**src/fmul_params.svh**
```systemverilog
`ifndef FMUL_PARAMS_SVH
`define FMUL_PARAMS_SVH

// Exponent bias of binary32.
`define FMUL_BIAS 127

// The signed internal exponent holds the unbounded sum of two biased exponents.
`define FMUL_EXP_W 10

// Stored fraction width and the all-ones exponent code.
`define FMUL_FRAC_W 23
`define FMUL_EXP_INF 8'hFF

// Width of the sideband tag carried with every operation.
`define FMUL_TAG_W 4

// Canonical quiet NaN returned for every NaN result.
`define FMUL_QNAN 32'h7FC00000

`endif

```
**src/fmul_pkg.sv**
```systemverilog
`default_nettype none

`include "fmul_params.svh"

package fmul_pkg;

    // Class of an operand, and the resolved special class of a product.
    typedef enum logic [2:0] {
        CLS_ZERO,
        CLS_NORMAL,
        CLS_INF,
        CLS_QNAN,
        CLS_SNAN
    } fmul_class_e;

    // Exception flags in the order they appear on the output bus.
    typedef struct packed {
        logic invalid;
        logic overflow;
        logic underflow;
        logic inexact;
    } fmul_flags_t;

    // Significand with the hidden bit restored.
    typedef logic [23:0] fmul_sig_t;

    // Full significand product.
    typedef logic [47:0] fmul_prod_t;

    // Biased exponent sum. It may leave the 8-bit range in either direction.
    typedef logic signed [`FMUL_EXP_W-1:0] fmul_exp_t;

    // Field view of a binary32 word.
    typedef struct packed {
        logic sign;
        logic [7:0] exp;
        logic [`FMUL_FRAC_W-1:0] frac;
    } fmul_float_t;

endpackage

`default_nettype wire

```
**src/fmul_exp_intf.sv**
```systemverilog
`timescale 1ns/1ns
`default_nettype none

`include "fmul_params.svh"

interface fmul_exp_intf;
    import fmul_pkg::*;

    logic valid;
    logic ready;
    logic sign;
    fmul_exp_t exp_sum; // Biased once, not yet range checked.
    fmul_class_e res_class;
    logic invalid;
    logic [`FMUL_TAG_W-1:0] tag;

    modport src (
        output valid, sign, exp_sum, res_class, invalid, tag,
        input ready
    );

    modport dst (
        input valid, sign, exp_sum, res_class, invalid, tag,
        output ready
    );

endinterface

`default_nettype wire

```
**src/fmul_exponent.sv**
```systemverilog
`timescale 1ns/1ns
`default_nettype none

`include "fmul_params.svh"

module fmul_exponent (
    input logic clk,
    input logic rst,

    input logic in_valid,
    output logic in_ready,
    input logic [31:0] a,
    input logic [31:0] b,
    input logic [`FMUL_TAG_W-1:0] tag,

    fmul_exp_intf.src exp_out
);
    import fmul_pkg::*;

    fmul_float_t fa, fb;
    fmul_class_e cls_a, cls_b;
    fmul_class_e next_class;
    fmul_exp_t next_exp;
    logic next_invalid;
    logic any_nan, inf_zero;

    // Subnormals are read as zero, so only the exponent field decides zero.
    function automatic fmul_class_e classify(input fmul_float_t x);
        if (x.exp == 8'd0) begin
            return CLS_ZERO;
        end else if (x.exp == `FMUL_EXP_INF) begin
            if (x.frac == '0) begin
                return CLS_INF;
            end else if (x.frac[`FMUL_FRAC_W-1]) begin
                return CLS_QNAN;
            end
            return CLS_SNAN;
        end
        return CLS_NORMAL;
    endfunction

    assign fa = a;
    assign fb = b;
    assign cls_a = classify(fa);
    assign cls_b = classify(fb);

    assign any_nan = (cls_a inside {CLS_QNAN, CLS_SNAN}) || (cls_b inside {CLS_QNAN, CLS_SNAN});
    assign inf_zero = (cls_a == CLS_INF && cls_b == CLS_ZERO) ||
                      (cls_a == CLS_ZERO && cls_b == CLS_INF);

    always_comb begin
        if (any_nan || inf_zero) begin
            next_class = CLS_QNAN;
        end else if (cls_a == CLS_INF || cls_b == CLS_INF) begin
            next_class = CLS_INF;
        end else if (cls_a == CLS_ZERO || cls_b == CLS_ZERO) begin
            next_class = CLS_ZERO;
        end else begin
            next_class = CLS_NORMAL;
        end
    end

    assign next_invalid = cls_a == CLS_SNAN || cls_b == CLS_SNAN || inf_zero;

    assign next_exp = fmul_exp_t'({{(`FMUL_EXP_W-8){1'b0}}, fa.exp}) +
                      fmul_exp_t'({{(`FMUL_EXP_W-8){1'b0}}, fb.exp}) -
                      fmul_exp_t'(`FMUL_BIAS);

    // One-entry stage that can refill in the cycle it is drained.
    assign in_ready = !exp_out.valid || exp_out.ready;

    always_ff @(posedge clk) begin
        if (rst) begin
            exp_out.valid <= 1'b0;
        end else if (in_ready) begin
            exp_out.valid <= in_valid;
        end
    end

    always_ff @(posedge clk) begin
        if (in_valid && in_ready) begin
            exp_out.sign <= fa.sign ^ fb.sign;
            exp_out.exp_sum <= next_exp;
            exp_out.res_class <= next_class;
            exp_out.invalid <= next_invalid;
            exp_out.tag <= tag;
        end
    end

endmodule

`default_nettype wire

```
**src/fmul_mantissa.sv**
```systemverilog
`timescale 1ns/1ns
`default_nettype none

`include "fmul_params.svh"

module fmul_mantissa (
    input logic clk,
    input logic rst,

    input logic in_valid,
    output logic in_ready,
    input logic [31:0] a,
    input logic [31:0] b,

    output logic man_valid,
    input logic man_ready,
    output fmul_pkg::fmul_prod_t man_prod
);
    import fmul_pkg::*;

    fmul_float_t fa, fb;
    fmul_sig_t sig_a, sig_b;
    fmul_prod_t next_prod;

    assign fa = a;
    assign fb = b;

    // The hidden bit is always set here. Zero, infinity and NaN operands
    // produce a meaningless product that the combine stage overrides.
    assign sig_a = {1'b1, fa.frac[`FMUL_FRAC_W-1:0]};
    assign sig_b = {1'b1, fb.frac[`FMUL_FRAC_W-1:0]};

    assign next_prod = sig_a * sig_b; // Both factors are in [1, 2), so bit 47 or 46 leads.

    assign in_ready = !man_valid || man_ready;

    always_ff @(posedge clk) begin
        if (rst) begin
            man_valid <= 1'b0;
        end else if (in_ready) begin
            man_valid <= in_valid;
        end
    end

    always_ff @(posedge clk) begin
        if (in_valid && in_ready) begin
            man_prod <= next_prod;
        end
    end

endmodule

`default_nettype wire

```
**src/fmul_combine.sv**
```systemverilog
`timescale 1ns/1ns
`default_nettype none

`include "fmul_params.svh"

module fmul_combine (
    input logic clk,
    input logic rst,

    fmul_exp_intf.dst exp_in,

    input logic man_valid,
    output logic man_ready,
    input fmul_pkg::fmul_prod_t man_prod,

    output logic out_valid,
    input logic out_ready,
    output logic [31:0] out_result,
    output fmul_pkg::fmul_flags_t out_flags,
    output logic [`FMUL_TAG_W-1:0] out_tag
);
    import fmul_pkg::*;

    logic out_can, both_valid, join_ready;
    logic hi;
    fmul_sig_t sig_n, sig_f;
    logic [24:0] sig_r;
    logic guard, sticky, round_up;
    fmul_exp_t exp_n, exp_f;
    logic [31:0] next_result;
    fmul_flags_t next_flags;

    // Both paths are taken on the same edge, so they never drift apart.
    assign out_can = !out_valid || out_ready;
    assign both_valid = exp_in.valid && man_valid;
    assign join_ready = both_valid && out_can;
    assign exp_in.ready = join_ready;
    assign man_ready = join_ready;

    // Normalize to a 24-bit window below the leading one.
    assign hi = man_prod[47];
    assign sig_n = hi ? man_prod[47:24] : man_prod[46:23];
    assign guard = hi ? man_prod[23] : man_prod[22];
    assign sticky = hi ? |man_prod[22:0] : |man_prod[21:0];
    assign exp_n = exp_in.exp_sum + fmul_exp_t'(hi);

    // Nearest-even. A tie rounds up only when the kept LSB is odd.
    assign round_up = guard && (sticky || sig_n[0]);
    assign sig_r = {1'b0, sig_n} + 25'(round_up);

    always_comb begin
        if (sig_r[24]) begin
            sig_f = sig_r[24:1]; // Carry out leaves 1.000...; shift back into the window.
            exp_f = exp_n + fmul_exp_t'(1);
        end else begin
            sig_f = sig_r[23:0];
            exp_f = exp_n;
        end
    end

    always_comb begin
        next_flags = '0;
        next_flags.invalid = exp_in.invalid;
        case (exp_in.res_class)
            CLS_QNAN: begin
                next_result = `FMUL_QNAN;
            end
            CLS_INF: begin
                next_result = {exp_in.sign, `FMUL_EXP_INF, {`FMUL_FRAC_W{1'b0}}};
            end
            CLS_ZERO: begin
                next_result = {exp_in.sign, 31'd0};
            end
            default: begin
                if (exp_f >= 255) begin
                    next_result = {exp_in.sign, `FMUL_EXP_INF, {`FMUL_FRAC_W{1'b0}}};
                    next_flags.overflow = 1'b1;
                    next_flags.inexact = 1'b1;
                end else if (exp_f <= 0) begin
                    // No subnormal results. Tiny products flush to zero.
                    next_result = {exp_in.sign, 31'd0};
                    next_flags.underflow = 1'b1;
                    next_flags.inexact = 1'b1;
                end else begin
                    next_result = {exp_in.sign, exp_f[7:0], sig_f[`FMUL_FRAC_W-1:0]};
                    next_flags.inexact = guard || sticky;
                end
            end
        endcase
    end

    always_ff @(posedge clk) begin
        if (rst) begin
            out_valid <= 1'b0;
        end else if (out_can) begin
            out_valid <= both_valid;
        end
    end

    always_ff @(posedge clk) begin
        if (join_ready) begin
            out_result <= next_result;
            out_flags <= next_flags;
            out_tag <= exp_in.tag;
        end
    end

endmodule

`default_nettype wire

```
**src/fmul_top.sv**
```systemverilog
`timescale 1ns/1ns
`default_nettype none

`include "fmul_params.svh"

module fmul_top (
    input logic clk,
    input logic rst,

    input logic in_valid,
    output logic in_ready,
    input logic [31:0] in_a,
    input logic [31:0] in_b,
    input logic [`FMUL_TAG_W-1:0] in_tag,

    output logic out_valid,
    input logic out_ready,
    output logic [31:0] out_result,
    output fmul_pkg::fmul_flags_t out_flags,
    output logic [`FMUL_TAG_W-1:0] out_tag
);

    logic exp_in_ready, man_in_ready;
    logic exp_in_valid, man_in_valid;
    logic man_valid, man_ready;
    logic [47:0] man_prod;

    fmul_exp_intf exp_bus ();

    // Each side only sees valid when the other side can take the same operation.
    assign in_ready = exp_in_ready && man_in_ready;
    assign exp_in_valid = in_valid && man_in_ready;
    assign man_in_valid = in_valid && exp_in_ready;

    fmul_exponent fmul_exponent_inst (
        .clk,
        .rst,
        .in_valid(exp_in_valid),
        .in_ready(exp_in_ready),
        .a(in_a),
        .b(in_b),
        .tag(in_tag),
        .exp_out(exp_bus.src)
    );

    fmul_mantissa fmul_mantissa_inst (
        .clk,
        .rst,
        .in_valid(man_in_valid),
        .in_ready(man_in_ready),
        .a(in_a),
        .b(in_b),
        .man_valid,
        .man_ready,
        .man_prod
    );

    fmul_combine fmul_combine_inst (
        .clk,
        .rst,
        .exp_in(exp_bus.dst),
        .man_valid,
        .man_ready,
        .man_prod,
        .out_valid,
        .out_ready,
        .out_result,
        .out_flags,
        .out_tag
    );

endmodule

`default_nettype wire

```
**config.mk**
```make
export PLATFORM = sky130hd
export DESIGN_NAME = fmul_top
export DESIGN_NICKNAME = d
export VERILOG_FILES = /design/src/fmul_pkg.sv /design/src/fmul_exp_intf.sv /design/src/fmul_exponent.sv /design/src/fmul_mantissa.sv /design/src/fmul_combine.sv /design/src/fmul_top.sv
export VERILOG_INCLUDE_DIRS = /design/src
export SDC_FILE = /design/constraint.sdc
export NUM_CORES = 2
export LEC_CHECK = 0
export ABC_AREA = 1
export BUFFER_PORTS_ARGS = -buffer_cell sky130_fd_sc_hd__buf_2
export CORE_MARGIN = 8
export CORE_UTILIZATION = 56
export CTS_BUF_LIST = sky130_fd_sc_hd__clkbuf_16
export CTS_CLUSTER_DIAMETER = 50
export CTS_CLUSTER_SIZE = 20
export DETAILED_ROUTE_END_ITERATION = 16
export HOLD_SLACK_MARGIN = 0.15
export PLACE_DENSITY = 0.79
export REMOVE_ABC_BUFFERS = 1
export SYNTH_ARGS = -nofsm -noshare
export SYNTH_HDL_FRONTEND = slang
export SYNTH_HIERARCHICAL = 1
export SYNTH_SLANG_ARGS = --single-unit
```
**constraint.sdc**
```tcl
create_clock -name clk -period 11.3 [get_ports clk]
set_clock_uncertainty 0.1 [all_clocks]
set_input_delay 2.26 -clock clk [delete_from_list [all_inputs] [get_ports clk]]
set_output_delay 2.26 -clock clk [all_outputs]
set_load 0.02 [all_outputs]
```
== Word-level counts from Yosys, hierarchy flattened ==
Index checks and enable logic that the tools add are counted.
Storage, ports and cells
  logic and storage cells: 112
  bits of input ports: 72
  register bits: 110
Operators by class
  reductions and logical operators: 39
  bitwise logic cells: 1
  add/subtract/negate cells: 5
  mux-type cells: 38
  $lt $le $gt $ge: 2
  multiply operators: 1
  eq/ne operators: 10
Operator list (count)
  32-bit one-hot mux with 3 select lines: 1
  31-bit 2-to-1 mux: 2
  24-bit by 24-bit multiplier with 48-bit output: 1
  23-bit logical NOT: 2
  3-bit 2-to-1 mux: 12
  24-bit by 1-bit adder with 25-bit output: 1
  24-bit 2-to-1 mux: 1
  23-bit 2-to-1 mux: 1
  23-bit OR reduction: 1
  22-bit OR reduction: 1
  1-bit 2-to-1 mux: 20
  3-bit by 2-bit == test with 1-bit output (second input constant): 6
  8-bit == test (second input constant): 2
  8-bit logical NOT: 2
  1-bit logical OR: 12
  10-bit by 2-bit adder with 10-bit output: 1
  10-bit by 2-bit adder with 10-bit output (second input constant): 1
  10-bit by 9-bit >= comparator with 1-bit output (second input constant): 1
  10-bit by 1-bit less-or-equal comparator with 1-bit output (second input constant): 1
  1-bit logical AND: 10
  10-bit 2-to-1 mux: 1
  10-bit by 8-bit subtractor with 10-bit output (second input constant): 1
  8-bit by 8-bit adder with 9-bit output: 1
  3-bit logical NOT: 3
  7 further kinds: 11

== Longest topological paths before layout ==
  depth after elaboration: 13
  depth in mapped cells: 29
  mapped depth without buffers: 28

== Hierarchy ==
Netlist, hierarchy kept.
Modules (own cells, without submodules)
  fmul_mantissa: cells an instance 2868, area each 21744.6 sq um, instances 1, sequential area each 1461.4 sq um
  fmul_combine: cells an instance 540, area each 3852.4 sq um, instances 1, sequential area each 1221.2 sq um
  fmul_exponent: cells an instance 161, area each 1343.8 sq um, instances 1, sequential area each 560.5 sq um
  fmul_top: cells an instance 6, area each 22.5 sq um, instances 1, sequential area each 0.0 sq um

== Worst setup path after synthesis ==
OpenSTA, ideal clock, no wires.
  path kind: in2reg
  start point: in in_b[3]
  end point: reg fmul_mantissa_inst.man_prod[34] (data pin)
  stages: 26
  data arrival time: 7479 ps
  setup slack: 3469 ps
  path buffers: 1
  cells stage by stage: clkbuf_1 > nand2_1 > fa_1 > inv_1 > fa_1 > inv_1 > fa_1 > inv_1 > fa_1 > inv_1 > fa_1 > inv_1 > fa_1 > inv_1 > fa_1 > inv_1 > ha_1 > nand2_1 > nor2_1 > nand2_1 > nor2_1 > nand2_1 > nand3_2 > nand2_1 > nand3_1 > nand2_1
On the way
  word-level cells in the longest chain between the ends: 1
RTL lines
  start, declared: RTL line fmul_top.sv:13  | input logic [31:0] in_b,
  24-bit by 24-bit multiplier with 48-bit output: RTL line fmul_mantissa.sv:33  | assign next_prod = sig_a * sig_b;
  via fmul_mantissa_inst.next_prod[34]: RTL line fmul_mantissa.sv:23  | fmul_prod_t next_prod;
  end signal, assigned: RTL line fmul_mantissa.sv:47  | man_prod <= next_prod;
  end, declared: RTL line fmul_mantissa.sv:17  | output fmul_pkg::fmul_prod_t man_prod
The timed path passes the listed nets, and every way through them passes these cells.
A chain may end at the register's enable or synchronous reset.

== Worst setup path in the final report ==
  start point: in in_a[22]
  end point: reg fmul_mantissa_inst.man_prod[36] (data pin)
On the way
  word-level cells in the longest chain between the ends: 1
RTL lines
  start, declared: RTL line fmul_top.sv:12  | input logic [31:0] in_a,
  24-bit by 24-bit multiplier with 48-bit output: RTL line fmul_mantissa.sv:33
  via fmul_mantissa_inst.next_prod[36]: RTL line fmul_mantissa.sv:23
The timed path passes the listed nets, and every way through them passes these cells.

==> results.txt <==
- The flow ran to the end, and the final reports show no timing, DRC or antenna violations.
- Final GP Congestion: 0.932
- Relative slew slack: 27.7%
- Clock tree from TritonCTS: yes
- Along the worst hold path, the cell count comes to 0.
* Number of vias per cell after detailed routing: 5.04
* Count of input and output buffers: approximately 110
- After synthesis, the cell types taking the most area are sky130_fd_sc_hd__fa_1 (36%), sky130_fd_sc_hd__inv_1 (15%), sky130_fd_sc_hd__nand2_1 (15%).
- Deepest level of the CTS H-tree: 3
* Fraction of post-synthesis cell area in the top cell type by area: a little over a third
- Dividing the detail-routed wire length by the instance count gives roughly 15 um.
- End of the worst register-to-register path: fmul_combine_inst/out_result[17]
- Total Die Area: 55400 sq um
- Max stage delay on crit path: around 0.60 ns
- For this block, the via count after detailed routing is 21260.
- The worst path meets setup with 3.09 ns of slack.
* Highest Clock Rate: 122 MHz
- Synthesis handed over a netlist of 3575 instances.
* Total global routing overflow: 0
- Sorting the synthesized cells by how often they occur yields sky130_fd_sc_hd__inv_1 (1087), sky130_fd_sc_hd__nand2_1 (1065), sky130_fd_sc_hd__fa_1 (483).
- Root cell of the clock tree: sky130_fd_sc_hd__clkbuf_16
- The synthesized design contains 109 register bits.
* Prevailing post-synth register cell: sky130_fd_sc_hd__edfxtp_1
- Data on the critical path is required at its endpoint by 11.32 ns.
- Among the stages of the critical path, the cell type that occurs most often is sky130_fd_sc_hd__fa_1.
- Measured in cells, the most critical reg-to-reg path has a length of 19.
- Post CTS Setup Buffer Count: 0
- Maximum fanout along the worst path: 26
- After detailed routing, the total wire length is 65.2 mm.
* Core Footprint: 47600 sq um
- Of the cells placed in the final design, the portion with a size suffix greater than 1 is under 10%.
* End point of the most critical hold path: fmul_combine_inst/out_flags[3]
* Number of resized instances in the post-cts repair step: 0
- Max-slew violation count: 0
* Max capacitance violation total: 0
- Setup repair after global routing left no endpoint under its margin.
* Ant. Diodes: 0
- The initial utilization of the core area, before any placement, comes to 56.6%.
- No sink is reached through more buffers than the 2 on the longest clock path.
- Number of warnings reported in the yosys synthesis log: 6
- The number of clock buffers added by TritonCTS is 9.
- 114 I/O pins were placed.
* Average cell area after synthesis: around 7.5 sq um
- Kind of end point of the critical path: flip-flop
- # setup viols final: 0
* Sequence of cells on the critical path: buf_2, nand2_1, fa_1, inv_1, fa_1, inv_1, fa_1, fa_1, inv_1, fa_1, fa_1, inv_1, fa_1, inv_1, ha_1, nand2_1, nor2_1, nand2_1, nor2_1, nand2_1, nand3_2, nand2_1, nand3_1, nand2_1
- Async set-or-reset flop fraction in the synthesized netlist: 0%
* Clk_lat worst skew: 0.36 ns
- The worst setup path is launched from an input port.
* Vertical extent of the die: 235 um
- Crit Reg-Reg Startpoint: fmul_mantissa_inst/man_prod[47]
- The HPWL after detailed placement is 52.9 mm.
- Row generation in the floorplan step produced 80 rows.
- Counting every sink on the clock net gives 109.
- Final Net Count: 4343
- By startpoint and endpoint, the worst setup path is classified as input port to flip-flop.
- Actual slew at the worst max-slew pin: 1.08 ns
- Sequential cells were found to cover 12.0% of the synthesized design area.
- Time the worst path needs with I/O delays and setup: 8.21 ns
- The count of endpoints failing hold in the final timing report is 0.
- Summing every instance area after synthesis gives 27000 sq um.
- Post-route antenna net violation count: 0
- In the routed design, unresolved DRC markers number 0.
- For this run, the detailed router's first-pass iteration total came to 6.
* Synthesis-to-layout area growth: 4.19%
- Post-synthesis cell type with the largest combined area: sky130_fd_sc_hd__fa_1
* Number of violations reported at the end of detailed-routing iteration 0: 1456
- Counting distinct cell types in the post-synthesis netlist gives between 40 and 50.
- FF-to-FF setup slack: 6.96 ns
- Most frequent cell after synthesis: sky130_fd_sc_hd__inv_1
- Hold wc startpoint: fmul_exponent_inst/exp_out.invalid
* Post-Route Setup TNS: 0 ns
- The via count of the first global-routing pass came to 22759.
* Initial antenna violation count: 0
- In this run the worst hold path is classified as flip-flop to flip-flop.
* Clock transition at the register clock pins on the worst setup and hold paths after CTS: about 0.080 ns
- For the worst setup path, the data arrival time is 8.23 ns.
- Placement Setup Slack: between 2 and 3 ns
* Pin count of the biggest net entering global routing: 49
- Gr usage total: 24.2%
- Hold-fix buffers at CTS: 0
- The floorplan step set the die width to 235 um.
* Number of enable flip-flop cells after synthesis: 106
- Dividing the final minimum period by the clock period gives 72.6%.
- Critical Path Slowest Stage Cell: sky130_fd_sc_hd__buf_2
- First-pass GRT wire length: 111 mm
==> state kept, by name (all words and copies together) (netlist names) <==
register and count:
fmul_mantissa_inst/man_valid 1, fmul_combine_inst/out_flags 4, fmul_exponent_inst/exp_out.valid 1, fmul_exponent_inst/exp_out.invalid 1
fmul_exponent_inst/exp_out.res_class 2, fmul_exponent_inst/exp_out.sign 1, fmul_combine_inst/out_result 32, fmul_combine_inst/out_tag 4
fmul_mantissa_inst/man_prod 48, fmul_exponent_inst/exp_out.tag 4, fmul_exponent_inst/exp_out.exp_sum 10, fmul_combine_inst/out_valid 1
==> cell usage in the layout, fill, tap and decap left out, types with 5 or more instances in the layout <==
cell	count
sky130_fd_sc_hd__o21bai_1	6
sky130_fd_sc_hd__nand3_1	86
sky130_fd_sc_hd__nand4_1	17
sky130_fd_sc_hd__inv_1	1087
sky130_fd_sc_hd__edfxtp_1	106
sky130_fd_sc_hd__xnor2_1	10
sky130_fd_sc_hd__nand2_4	5
sky130_fd_sc_hd__nor2_2	20
sky130_fd_sc_hd__buf_2	113
sky130_fd_sc_hd__fa_1	483
sky130_fd_sc_hd__nor4_1	9
sky130_fd_sc_hd__o21ai_0	18
sky130_fd_sc_hd__nand2_2	24
sky130_fd_sc_hd__nand2_1	1065
sky130_fd_sc_hd__a21oi_1	45
sky130_fd_sc_hd__nor2_1	155
sky130_fd_sc_hd__inv_2	16
sky130_fd_sc_hd__nor2_4	27
sky130_fd_sc_hd__xor2_1	37
sky130_fd_sc_hd__nand3_2	10
sky130_fd_sc_hd__or2_2	6
sky130_fd_sc_hd__ha_1	193
sky130_fd_sc_hd__nor3_1	6
sky130_fd_sc_hd__o21ai_1	8
sky130_fd_sc_hd__clkbuf_16	9
==> how the worst max path moves through the flow <==
| stage | startpoint | cells past startpoint | to | slack, ns |
|---|---|---|---|---|
| after floorplan | in_b[0] | 25 | fmul_mantissa_inst/man_prod[34] | 3.76 |
| after detailed placement | in_a[22] | 24 | fmul_mantissa_inst/man_prod[44] | 2.74 |
| after CTS | in_a[22] | 24 | fmul_mantissa_inst/man_prod[44] | 3.12 |
| after global routing | in_a[14] | 26 | fmul_mantissa_inst/man_prod[44] | 2.77 |
| after global placement | in_a[22] | 24 | fmul_mantissa_inst/man_prod[44] | 2.78 |
| final | in_a[22] | 24 | fmul_mantissa_inst/man_prod[36] | 3.09 |
==> routing by layer <==
metal | share of wire [%] | global-route usage (%) | vias to the layer above
li1 | - | - | 10154
met2 | 48 | 42.0 | 786
met4 | 2.4 | 6.74 | 0
met5 | 0 | 0 | -
met1 | 42 | 31.4 | 10194
met3 | 7.7 | 3.60 | 126
==> cells by family (layout without fill, tap and decap cells) <==
logic type | Yosys count | count (layout) | share of synthesized area (%)
XOR/XNOR | 47 | 47 | 1.53
multiplexers | 1 | 1 | 0.0371
AO/OA/AOI/OAI | 89 | 89 | 1.81
other | 1 | 1 | 0.0139
flip-flops | 109 | 109 | 12.0
AND/OR/NAND/NOR | 1440 | 1440 | 22.4
adder cells (fa/ha/maj) | 676 | 676 | 44.8
buffers and inverters | 1212 | 1237 | 17.3
==> critical path: cells and delay by family <==
family                     cells  cell delay [ns]
adders and majority gates      8             3.89
buffers and inverters          6             0.87
and+or+nand+nor               10             1.19
==> area by class of cell <==
type | count | area (sq um)
clock buffers | 9 | 225
inverters | 1105 | 4150
flip-flops and latches | 109 | 3240
repair buffers | 116 | 588
multi-input cells | 2254 | 19100
clock inverters | 7 | 47.5
fillers | 4255 | 19600
well taps | 615 | 769
==> through the flow <==
step / instances / hold slack, ns / instance area, sq um / utilization (%)
finish: 4215 / 0.320 / 28100 / 59.0
global route: 4215 / 0.333 / 28100 / 59.0
CTS: 4215 / 0.321 / 28100 / 59.0
detailed placement: 4199 / 0.305 / 27800 / 58.4
global placement: 4199 / 0.304 / 27800 / 58.4
floorplan: 3468 / 0.300 / 26400 / -
Power is not shown: default switching activity piles up to over one toggle a cycle in this logic, so the estimate is an artifact.
